### src/source/adc_vga_pkg.sv
// typedefs, sample/write/pixel structs, nibble layout and apb register offsets
package adc_vga_pkg;

  typedef logic [3:0]  color_t;
  typedef logic [9:0]  adc_word_t;
  typedef logic [15:0] fb_word_t;
  typedef logic [11:0] fb_addr_t;
  typedef logic [15:0] drop_cnt_t;
  typedef logic [3:0]  apb_addr_t;
  typedef logic [31:0] apb_data_t;

  // raster counter, wide enough for 800 x 525.
  typedef logic [10:0] pos_t;

  typedef struct packed {
    adc_word_t x;
    adc_word_t y;
    logic      red;
    logic      green;
    logic      blue;
  } adc_sample_t;

  typedef struct packed {
    fb_addr_t   addr;
    logic [1:0] lane;
    logic [3:0] pix;
  } fb_write_t;

  typedef struct packed {
    color_t red;
    color_t green;
    color_t blue;
  } rgb_pixel_t;

  // bit positions inside one pixel nibble.
  localparam int PIX_RED     = 3;
  localparam int PIX_GREEN   = 2;
  localparam int PIX_BLUE    = 1;
  localparam int PIX_WRITTEN = 0;

  localparam apb_addr_t REG_CTRL  = 4'h0;
  localparam apb_addr_t REG_DROPS = 4'h4;

  typedef enum logic {
    INIT,
    RUN
  } fs_state_t;

endpackage

### src/source/apb_regs.sv
// apb_regs: apb slave with control bits and saturating drop counter
`timescale 1ns/10ps

module apb_regs
  import adc_vga_pkg::*;
(
  input  logic      pixel_clk,
  input  logic      rst_n,
  input  logic      psel,
  input  logic      penable,
  input  logic      pwrite,
  input  apb_addr_t paddr,
  input  apb_data_t pwdata,
  input  logic      drop_pulse,
  output apb_data_t prdata,
  output logic      pready,
  output logic      capture_en,
  output logic      display_en
);

  drop_cnt_t drops;
  logic      wr_access;
  logic      clr_drops;

  // no wait states, no error response.
  assign pready    = psel && penable;
  assign wr_access = psel && penable && pwrite;
  assign clr_drops = wr_access && (paddr == REG_DROPS);

  always_ff @(posedge pixel_clk) begin
    if (!rst_n) begin
      capture_en <= 1'b0;
      display_en <= 1'b0;
      drops      <= '0;
    end else begin
      if (wr_access && (paddr == REG_CTRL)) begin
        capture_en <= pwdata[0];
        display_en <= pwdata[1];
      end
      // clear beats a drop in the same cycle.
      if (clr_drops) begin
        drops <= '0;
      end else if (drop_pulse && (drops != '1)) begin
        drops <= drops + drop_cnt_t'(1);
      end
    end
  end

  always_comb begin
    prdata = '0;
    if (psel && !pwrite) begin
      case (paddr)
        REG_CTRL:  prdata[1:0] = {display_en, capture_en};
        REG_DROPS: prdata[$bits(drop_cnt_t)-1:0] = drops;
        default:   prdata = '0;
      endcase
    end
  end

endmodule

### config.mk
export PLATFORM = sky130hd
export DESIGN_NAME = apb_regs
export DESIGN_NICKNAME = d
export VERILOG_FILES = /design/src/source/adc_vga_pkg.sv /design/src/source/apb_regs.sv
export SDC_FILE = /design/constraint.sdc
export NUM_CORES = 1
export LEC_CHECK = 0
export BUFFER_PORTS_ARGS = -buffer_cell sky130_fd_sc_hd__buf_2
export CORE_MARGIN = 4
export CORE_UTILIZATION = 40
export DETAILED_ROUTE_END_ITERATION = 10
export PLACE_DENSITY = 0.82
export RECOVER_POWER = 25
export SYNTH_ARGS = -nofsm -noshare
export SYNTH_HDL_FRONTEND = slang
export SYNTH_SLANG_ARGS = --single-unit
### constraint.sdc
create_clock -name pixel_clk -period 2 [get_ports pixel_clk]
set_input_delay 0.1 -clock pixel_clk [delete_from_list [all_inputs] [get_ports pixel_clk]]
set_output_delay 0.1 -clock pixel_clk [all_outputs]
set_load 0.005 [all_outputs]
==> out/results.txt <==
The run finished with clean final reports. The endpoint kind of the worst setup timing path was an output port. The tools report the largest net degree at the start of global routing as 14. The initialized floorplan defines 20 standard-cell rows. The die covers 0.00418 mm2.

The buffer type at the clock tree root is sky130_fd_sc_hd__clkbuf_4. The count of cell types in the netlist was 40; the stage delay of the slowest cell on the critical path was 0.59 ns. Setup repair after global routing left no endpoint under its margin. After clock tree synthesis, the clock-pin slew on the worst setup and hold paths is 0.10 ns. For the final count of hold timing violations, the log shows 0. Initial antenna violation count: 0. In this run, CTS created clock tree buffers numbering 3. The total of warnings raised by yosys is 0. For the worst-skew pair, the clock arrives at the later sink with an insertion delay of 0.29 ns. The tools report the worst-case clock buffer depth as 2.

After detailed placement, the total cell area comes to 0.00139 mm2. Slack of the worst reg-to-reg path: 0.26 ns. The data required time at the worst endpoint is 1.90 ns, and the number of violations reported at the end of detailed-routing iteration 0 is 51. The final estimated routing congestion in global placement was 0.779. The post-detailed-route wirelength per cell works out to 11.6 um.

The power density over the cells was 452 mW/mm2. Measured against its own limit, the worst slew margin works out to 65.7%. Once the floorplan was initialized, standard cells occupied 42.0% of the core.

The count of final max-slew check failures was 0. Library cell contributing the largest single delay on the critical path: sky130_fd_sc_hd__or4b_1. For the number of max-cap violations, the log shows 0. The endpoint identified for the worst register-to-register timing path is drops[10]. IR analysis of the VDD net gives a maximum drop of 0.335 mV.

For the worst setup path, the data arrival time is 1.65 ns. For hold timing, the worst endpoint is capture_en. For the final routed database, the setup TNS stands at 0 ns.

The global-route total usage across every layer came out at 12.7%. TritonCTS built the clock tree. After routing the design area is 0.00142 mm2. The critical path in this run is classified as in -> out. The number of sinks driven by the clock tree is 18, and the number of flops mapped to enable cells by yosys is 0.

Counting instances, the worst hold path has a depth of 3. Relative to the synthesized area, the layout overhead comes to 10.3%. Cells fill 46.4% of the core in the end. Post-CTS timing repair inserted 0 buffers for setup. Using the TritonRoute via totals, the vias-per-cell ratio works out to 5.10. The floorplan step set the die width to 64.6 um. Each instance of the synthesized netlist takes up on average 8.27 um2.

The tools report the worst hold-check slack as 0.0365 ns. The worst register-to-register path has a depth of 5. Along the worst path, the maximum fanout reaches 13. The first global-routing pass estimated 4260 um of wire. After technology mapping, the gate count stands at 155. After synthesis the netlist holds a flip-flop and latch count of 18. For the pin with the worst max-slew slack, the measured transition is 0.511 ns. In this run the standard cell core region covers 0.00305 mm2. Setup violations remaining at the end of the flow were counted as 0. The count of input and output buffers was 30; the register area share after synthesis was 28.1%. Dividing the final minimum period by the clock period gives 87.4%. Summed over all cells, the static leakage comes to 0.606 nW. The most used flip-flop cell after synthesis is sky130_fd_sc_hd__dfxtp_1. Via count of the first global-routing pass: 992.

I/O pin count: 77. In this run the number of cells on the critical path is 6. Summing over every cut layer, the via total after detailed routing is 1169.

The logs give 229 for the final-stage net count and 2080 um for the HPWL after detailed placement. The tools report the post-detailed-route count of antenna-violating nets as 0. The final wirelength was 2650 um; the overall die height was 64.6 um.

The number of levels in the clock H-tree is 1, and the post-detailed-route DRC marker count is 0. The critical path goes through buf_2 > or4b_1 > or2_0 > nor2_4 > and2_2 > buf_2. The total buffers and inverters traversed by the critical path was 2; the number of search-and-repair iterations in the first detailed-routing pass was 4.

Global routing finished with a remaining overflow of 0. The tools report the launch point of the worst reg-to-reg path as drops[0]. The worst clock skew is 0.00521 ns.

0 antenna diodes ended up in the layout. The worst hold path begins at pwdata[0]. The fraction of synthesis flops using an asynchronous set or reset pin is 0%, and the achievable frequency is 572 MHz. The number of hold buffers added after CTS was 0. The critical path's top delay family was simple AND/OR/NAND/NOR gates. After clock tree synthesis, the repair step resized 0 gates. The worst setup path is launched from an input port. Kind of path behind the tightest hold check: in -> reg.

The most repeated library cell on the critical path was sky130_fd_sc_hd__buf_2. The clock period minus final worst setup slack was 1.75 ns. In this run the cell area of the synthesized design comes to 0.00128 mm2.

Cells with a size suffix above 1 make up 22.7% of the layout.
[routing by layer]
layer | GRT usage, % | wire [um]
met1 | 15.2 | 1170
met2 | 21.9 | 1290
met3 | 4.51 | 170
met4 | 2.37 | 22
met5 | 0 | 0
[stage by stage]
stage          cells  total power [W]  setup WS [ns]
2_1_floorplan    170         0.000427          0.497
3_3_place_gp     225         0.000423          0.318
3_5_place_dp     225         0.000425          0.292
4_1_cts          229         0.000649          0.266
5_1_grt          229         0.000676          0.118
6_report         229         0.000640          0.252
[worst max path at each step]
stage             start          to  slack, ns
2_1_floorplan  drops[0]   drops[10]       0.50
3_3_place_gp   drops[0]   drops[10]       0.32
3_5_place_dp   drops[0]   drops[10]       0.29
4_1_cts        drops[0]   drops[10]       0.27
5_1_grt        paddr[1]  prdata[12]       0.12
6_report       paddr[1]   prdata[4]       0.25
[cell usage after synthesis, drive strengths merged, types with 2 or more instances]
cell	instances	area share, %
and3	3	1.7
buf	21	13
o211ai	2	1.2
and2	14	6.9
and4	2	1.4
a31oi	2	0.98
or4	6	3.5
nor2	10	3.5
o21ai	6	2.6
or3	2	1.1
nand3	9	3.5
a211oi	2	1.2
a21oi	10	3.9
dfxtp	18	28
o31ai	4	2.3
inv	4	1.2
nor4	3	2.6
nor3	6	2.3
or2	2	1.2
nand4	6	5.3
mux2i	5	3.9
nand2	9	2.6
[worst register-to-register path, stage by stage, from the launching register on]
cell	delay, ns
sky130_fd_sc_hd__dfxtp_1	0.40
sky130_fd_sc_hd__ha_1	0.30
sky130_fd_sc_hd__and4_1	0.31
sky130_fd_sc_hd__nand2_1	0.13
sky130_fd_sc_hd__or4_1	0.41
sky130_fd_sc_hd__a21oi_1	0.14
[layout make-up]
class                   instances  area, um2
fillers                       333       1640
repair buffers                 33        168
inverters                       4       15.0
multi-input cells             126        781
clock buffers                   4       36.3
flip-flops and latches         18        360
well taps                      44       55.1
[logic make-up (layout without fill, tap and decap cells)]
group / count (synthesis) / count (layout) / share of synthesized area [%]
flip-flops: 18 / 18 / 28.1
adder cells (fa/ha/maj): 1 / 1 / 0.975
buffers and inverters: 26 / 41 / 14.9
multiplexers: 5 / 5 / 3.90
AND/OR/NAND/NOR: 75 / 75 / 37.8
other: 1 / 16 / 0.292
AO/OA/AOI/OAI: 29 / 29 / 14.0
[registers in the layout, indices dropped and copies added (netlist names)]
register and flops:
capture_en 1, display_en 1, drops 16
[layout by cell type, fill, tap and decap left out, types with 5 or more instances in the layout]
cell / netlist / final
sky130_fd_sc_hd__nand2_1: 9 / 9
sky130_fd_sc_hd__nand3_1: 9 / 9
sky130_fd_sc_hd__a21oi_1: 10 / 10
sky130_fd_sc_hd__dfxtp_1: 18 / 18
sky130_fd_sc_hd__buf_2: 0 / 26
sky130_fd_sc_hd__or4_1: 6 / 6
sky130_fd_sc_hd__nor2_1: 9 / 9
sky130_fd_sc_hd__nor3_1: 6 / 6
sky130_fd_sc_hd__conb_1: 1 / 16
sky130_fd_sc_hd__and2_1: 13 / 13
sky130_fd_sc_hd__mux2i_1: 5 / 5
sky130_fd_sc_hd__o21ai_0: 5 / 5
[power breakdown]
group | switching [W] | internal [W]
Clock | 0.000113 | 0.000111
Sequential | 0.00000406 | 0.000362
Combinational | 0.0000313 | 0.0000190
Total | 0.000149 | 0.000491
No activity file was read; power rests on OpenSTA's default activity.
