`src/source/adc_vga_pkg.sv`:
```
// typedefs, sample/write/pixel structs, nibble layout and apb register offsets
package adc_vga_pkg;

  typedef logic [3:0]  color_t;
  typedef logic [9:0]  adc_word_t;
  typedef logic [15:0] fb_word_t;
  typedef logic [11:0] fb_addr_t;
  typedef logic [15:0] drop_cnt_t;
  typedef logic [3:0]  apb_addr_t;
  typedef logic [31:0] apb_data_t;

  // raster counter, wide enough for 800 x 525.
  typedef logic [10:0] pos_t;

  typedef struct packed {
    adc_word_t x;
    adc_word_t y;
    logic      red;
    logic      green;
    logic      blue;
  } adc_sample_t;

  typedef struct packed {
    fb_addr_t   addr;
    logic [1:0] lane;
    logic [3:0] pix;
  } fb_write_t;

  typedef struct packed {
    color_t red;
    color_t green;
    color_t blue;
  } rgb_pixel_t;

  // bit positions inside one pixel nibble.
  localparam int PIX_RED     = 3;
  localparam int PIX_GREEN   = 2;
  localparam int PIX_BLUE    = 1;
  localparam int PIX_WRITTEN = 0;

  localparam apb_addr_t REG_CTRL  = 4'h0;
  localparam apb_addr_t REG_DROPS = 4'h4;

  typedef enum logic {
    INIT,
    RUN
  } fs_state_t;

endpackage

```
`src/source/vga_timing.sv`:
```
// vga_timing: free-running raster counters with sync and data enable decode
`timescale 1ns/10ps

module vga_timing
  import adc_vga_pkg::*;
#(
  parameter int H_VISIBLE = 640,
  parameter int H_FRONT   = 16,
  parameter int H_SYNC    = 96,
  parameter int H_BACK    = 48,
  parameter int V_VISIBLE = 480,
  parameter int V_FRONT   = 10,
  parameter int V_SYNC    = 2,
  parameter int V_BACK    = 33
) (
  input  logic pixel_clk,
  input  logic rst_n,
  output pos_t hpos,
  output pos_t vpos,
  output logic de,
  output logic hsync,
  output logic vsync
);

  localparam int H_TOTAL      = H_VISIBLE + H_FRONT + H_SYNC + H_BACK;
  localparam int V_TOTAL      = V_VISIBLE + V_FRONT + V_SYNC + V_BACK;
  localparam int H_SYNC_START = H_VISIBLE + H_FRONT;
  localparam int H_SYNC_END   = H_SYNC_START + H_SYNC;
  localparam int V_SYNC_START = V_VISIBLE + V_FRONT;
  localparam int V_SYNC_END   = V_SYNC_START + V_SYNC;

  logic line_end;
  logic frame_end;

  assign line_end  = hpos == pos_t'(H_TOTAL - 1);
  assign frame_end = vpos == pos_t'(V_TOTAL - 1);

  // reset parks the counters on the last back porch pixel.
  always_ff @(posedge pixel_clk) begin
    if (!rst_n) begin
      hpos <= pos_t'(H_TOTAL - 1);
      vpos <= pos_t'(V_TOTAL - 1);
    end else if (line_end) begin
      hpos <= '0;
      if (frame_end) begin
        vpos <= '0;
      end else begin
        vpos <= vpos + pos_t'(1);
      end
    end else begin
      hpos <= hpos + pos_t'(1);
    end
  end

  assign de = (hpos < pos_t'(H_VISIBLE)) && (vpos < pos_t'(V_VISIBLE));

  // syncs are active low.
  assign hsync = !((hpos >= pos_t'(H_SYNC_START)) && (hpos < pos_t'(H_SYNC_END)));
  assign vsync = !((vpos >= pos_t'(V_SYNC_START)) && (vpos < pos_t'(V_SYNC_END)));

endmodule

```
`config.mk`:
```
export PLATFORM = sky130hd
export DESIGN_NAME = vga_timing
export DESIGN_NICKNAME = d
export VERILOG_FILES = /design/src/source/adc_vga_pkg.sv /design/src/source/vga_timing.sv
export SDC_FILE = /design/constraint.sdc
export NUM_CORES = 1
export LEC_CHECK = 0
export ABC_AREA = 1
export BUFFER_PORTS_ARGS = -buffer_cell sky130_fd_sc_hd__buf_2
export CORE_UTILIZATION = 60
export CTS_BUF_LIST = sky130_fd_sc_hd__clkbuf_8
export DETAILED_ROUTE_END_ITERATION = 8
export GPL_ROUTABILITY_DRIVEN = 0
export MAX_ROUTING_LAYER = met4
export PLACE_DENSITY = 0.88
export SLEW_MARGIN = 10
export SYNTH_ARGS = -nofsm -noshare
export SYNTH_HDL_FRONTEND = slang
export SYNTH_SLANG_ARGS = --single-unit
```
`constraint.sdc`:
```
create_clock -name pixel_clk -period 3.3 [get_ports pixel_clk]
set_input_delay 0.66 -clock pixel_clk [delete_from_list [all_inputs] [get_ports pixel_clk]]
set_output_delay 0.66 -clock pixel_clk [all_outputs]
set_load 0.01 [all_outputs]
```
==> summary.md <==
| Metric | Value |
|---|---|
| Status | `finished, final reports clean` |
| Kind of cell adding the most delay to the critical path | `simple AND/OR/NAND/NOR gates` |
| Clock skew | `0.00769 ns` |
| Leakage dissipation | `0.697 nW` |
| Fraction of power spent switching nets | `0.480` |
| Effective utilization at floorplan | `0.645` |
| Clock root buffer | `sky130_fd_sc_hd__clkbuf_8` |
| Count of final setup violators | `0` |
| Maximum ir drop on the vdd rail | `0.000665 V` |
| Register bit count reported by yosys | `22` |
| Crit start category | `flop` |
| Share of layout cells above drive strength 1 | `0.199` |
| Launching point of the worst reg2reg path | `vpos[0]` |
| Slew @ Worst Pin | `0.310 ns` |
| Worst slew margin relative to its limit | `0.792` |
| Flip-flop cell with the highest count after synthesis | `sky130_fd_sc_hd__dfxtp_1` |
| Total global routing overflow | `0` |
| Largest stage delay, worst path | `0.45 ns` |
| Final antenna diode count | `0` |
| Site row count | `16` |
| Gates resized, CTS repair | `0` |
| Maximum number of pins on one net before global-route repair | `14` |
| Clk slew on worst S/H paths | `0.09 ns` |
| Number of inserted filler cells in the final layout | `161` |
| Routed vias/inst | `5.64` |
| DRC violation count after routing | `0` |
| Post-synthesis area per instance | `6.49 um2` |
| Worst reg2reg setup slack | `1.79 ns` |
| Synthesized cell area | `1280 um2` |
| H-tree Lvls | `1` |
| Clock share of power | `0.176` |
| Number of nets in the layout | `232` |
| Final worst path period share | `0.613` |
| Highest-delay cell along the critical path | `sky130_fd_sc_hd__dfxtp_1` |
| Summed negative setup slack over all endpoints | `0 ns` |
| Die extent in y | `48.2 um` |
| Ordered cell list for the critical path | `nand2_1 > nor2_1 > nand3_1 > buf_2` |
| Sink Count | `22` |
| CP required | `2.64 ns` |
| Worst Hold Class | `flop to flop` |
| Number of buffers and inverters on the critical path | `1` |
| Max-cap viol count | `0` |
| Max Freq | `494 MHz` |
| Routed wl met3 | `240 um` |
| Area Overhead vs Synth | `18.1%` |
| Number of top-level pins | `27` |
| Die Footprint | `2320 um2` |
| Sum of net half-perimeters after detailed placement | `2.39 mm` |
| I/O Buffers | `26` |
| Crit path DAT | `1.36 ns` |
| Reg2reg end | `vpos[8]` |
| Largest fanout on the critical path | `7` |
| Setup bufs post-CTS | `0` |
| Number of buffers inserted during clock tree synthesis | `3` |
| Largest cells by area after synthesis | `sky130_fd_sc_hd__dfxtp_1 34%, sky130_fd_sc_hd__nand2_1 15%, sky130_fd_sc_hd__nand3_1 9.0%` |
| Unrepaired setup endpoints after global routing | `no` |
| Final non-filler cell total | `253` |
| Total count of max-transition violations in the final report | `0` |
| First-pass GRT wire length | `5.04 mm` |
| Largest area contributor in the synthesized netlist | `sky130_fd_sc_hd__dfxtp_1` |
| Power density over the cells | `978 nW/um2` |
| Number of enable flip-flop cells after synthesis | `0` |
| Antenna-violating nets left | `0` |
| First-pass iteration count of the detailed router | `4` |
| # hold bufs at CTS | `0` |
| Number of distinct library cells after synthesis | `22` |
| Number of buffers between clock root and the deepest sink | `2` |
| Total power draw | `1.48 mW` |
| Via count of the first global-routing pass | `1115` |
| Routed metal-1 wirelength | `1.52 mm` |
| Horizontal die dimension | `48.2 um` |
| Number of nets in the synthesized netlist | `202` |
| Internal power contribution | `0.769 mW` |
| Number of DRC markers in iteration 0 | `94` |
| Worst Hold Slack | `0.490 ns` |
| Routed met2 length | `1.56 mm` |
| DR top layer | `met4` |
| Total net switching power | `0.709 mW` |
| Synth top area share | `0.344` |
| Synth async-reset ratio | `0` |
| Average routed wire per standard cell | `13.4 um` |
| Final Routed Wirelength | `3.39 mm` |
| Overall track demand over capacity in global routing | `0.321` |
| HP Start | `hpos[10]` |
| Worst hold endpoint | `hpos[10]` |
| Sequential fraction of the synthesis area | `0.344` |
| Cell total after placement | `249` |
| Sequential share of power | `0.313` |
| Warnings from Yosys | `0` |
| Nature of the critical path endpoint | `output pin` |
| Number of stages on the worst hold path | `2` |
| Clock insertion delay at the later pin of the skew report | `0.27 ns` |
| TritonCTS clock tree | `done` |
| Relative contribution of combinational cells to total power | `0.510` |
| Core region area | `1980 um2` |
| Post-Place Cell Area | `1440 um2` |
| Shortest clock period the worst path allows after layout | `2.02 ns` |
| DR vias | `1427` |
| Final Hold Fails | `0` |
| Count of mapped cells out of synthesis | `197` |
| Finished layout cell area | `1510 um2` |
| Initial antenna violation count | `0` |
| Type of the worst setup path | `flop to output pin` |
| FF-to-FF path depth | `7` |
==> worst max path at each step <==
stage | start | cells past startpoint | slack [ns] | endpoint
after floorplan | hpos[7] | 3 | 1.73 | hsync
after global placement | hpos[7] | 4 | 1.69 | hsync
after detailed placement | hpos[9] | 4 | 1.65 | hsync
after CTS | vpos[5] | 4 | 1.29 | vsync
after global routing | vpos[5] | 4 | 1.17 | vsync
final | vpos[5] | 4 | 1.28 | vsync
==> worst register-to-register path, cell delays in order (launching register included) <==
cell                      delay, ns
sky130_fd_sc_hd__dfxtp_1       0.43
sky130_fd_sc_hd__ha_1          0.29
sky130_fd_sc_hd__inv_1         0.08
sky130_fd_sc_hd__nor2_1        0.28
sky130_fd_sc_hd__nand2_1       0.10
sky130_fd_sc_hd__nand2_1       0.07
sky130_fd_sc_hd__nand3_1       0.07
sky130_fd_sc_hd__a21oi_1       0.12
==> power by group through the flow <==
stage	registers [mW]	clock network [mW]	logic, mW
2_1_floorplan	0.480	0	0.512
3_3_place_gp	0.453	0	0.724
3_5_place_dp	0.462	0	0.735
4_1_cts	0.457	0.258	0.749
5_1_grt	0.476	0.266	0.838
6_report	0.463	0.261	0.754
==> cells by family after synthesis <==
family / synth area share
xor+xnor: 0.0274
compound gates: 0.0822
buf+inv: 0.0822
flops: 0.344
simple gates: 0.434
fa+ha+maj: 0.0294
==> synthesized netlist by cell type (all sizes together), types with 3 or more instances <==
cell type,number
nand2,55
inv,27
nor2,27
nand3,24
dfxtp,22
o21ai,11
a21oi,10
nand4,6
nor3,5
ha,3
xor2,3
==> cells in the final DEF (no fill, tap or decap) <==
cell type,netlist,routed
sky130_fd_sc_hd__nand2_1,51,51
sky130_fd_sc_hd__buf_2,0,26
sky130_fd_sc_hd__nand3_1,23,23
sky130_fd_sc_hd__inv_1,22,22
sky130_fd_sc_hd__nor2_1,22,22
sky130_fd_sc_hd__dfxtp_1,22,22
sky130_fd_sc_hd__a21oi_1,10,10
sky130_fd_sc_hd__o21ai_0,10,10
sky130_fd_sc_hd__nand4_1,6,6
sky130_fd_sc_hd__inv_2,5,5
sky130_fd_sc_hd__nor3_1,5,5
sky130_fd_sc_hd__nand2_2,4,4
sky130_fd_sc_hd__xor2_1,3,3
sky130_fd_sc_hd__ha_1,3,3
sky130_fd_sc_hd__clkbuf_8,0,3
sky130_fd_sc_hd__nor2_4,2,2
sky130_fd_sc_hd__nor2_2,2,2
sky130_fd_sc_hd__nor4_1,1,1
sky130_fd_sc_hd__nand3_2,1,1
sky130_fd_sc_hd__nor2_8,1,1
sky130_fd_sc_hd__xnor2_1,1,1
sky130_fd_sc_hd__nand3b_1,1,1
sky130_fd_sc_hd__o21ai_1,1,1
sky130_fd_sc_hd__bufinv_16,0,1
==> metrics by stage <==
stage	setup WS, ns	utilization
2_1_floorplan	1.73	-
3_3_place_gp	1.69	0.726
3_5_place_dp	1.65	0.726
4_1_cts	1.29	0.762
5_1_grt	1.17	0.762
6_report	1.28	0.762
==> sequential cells by signal, summed over array words and instances (netlist names) <==
register,count
vpos,11
hpos,11
==> layout make-up <==
| class | count | area (um2) | area share |
|---|---|---|---|
| Clock buffer | 3 | 41.3 | 0.0273 |
| Clock inverter | 1 | 30.0 | 0.0199 |
| Inverter | 27 | 101 | 0.0671 |
| Multi-Input combinational cell | 147 | 733 | 0.486 |
| Sequential cell | 22 | 440 | 0.292 |
| Tap cell | 27 | 33.8 | 0.0224 |
| Timing Repair Buffer | 26 | 130 | 0.0862 |
==> layer usage <==
layer	vias up	global-route usage
li1	695	-
met1	654	0.459
met2	69	0.456
met3	9	0.0481
met4	0	0.111
met5	-	-
No activity file was read; power rests on OpenSTA's default activity.
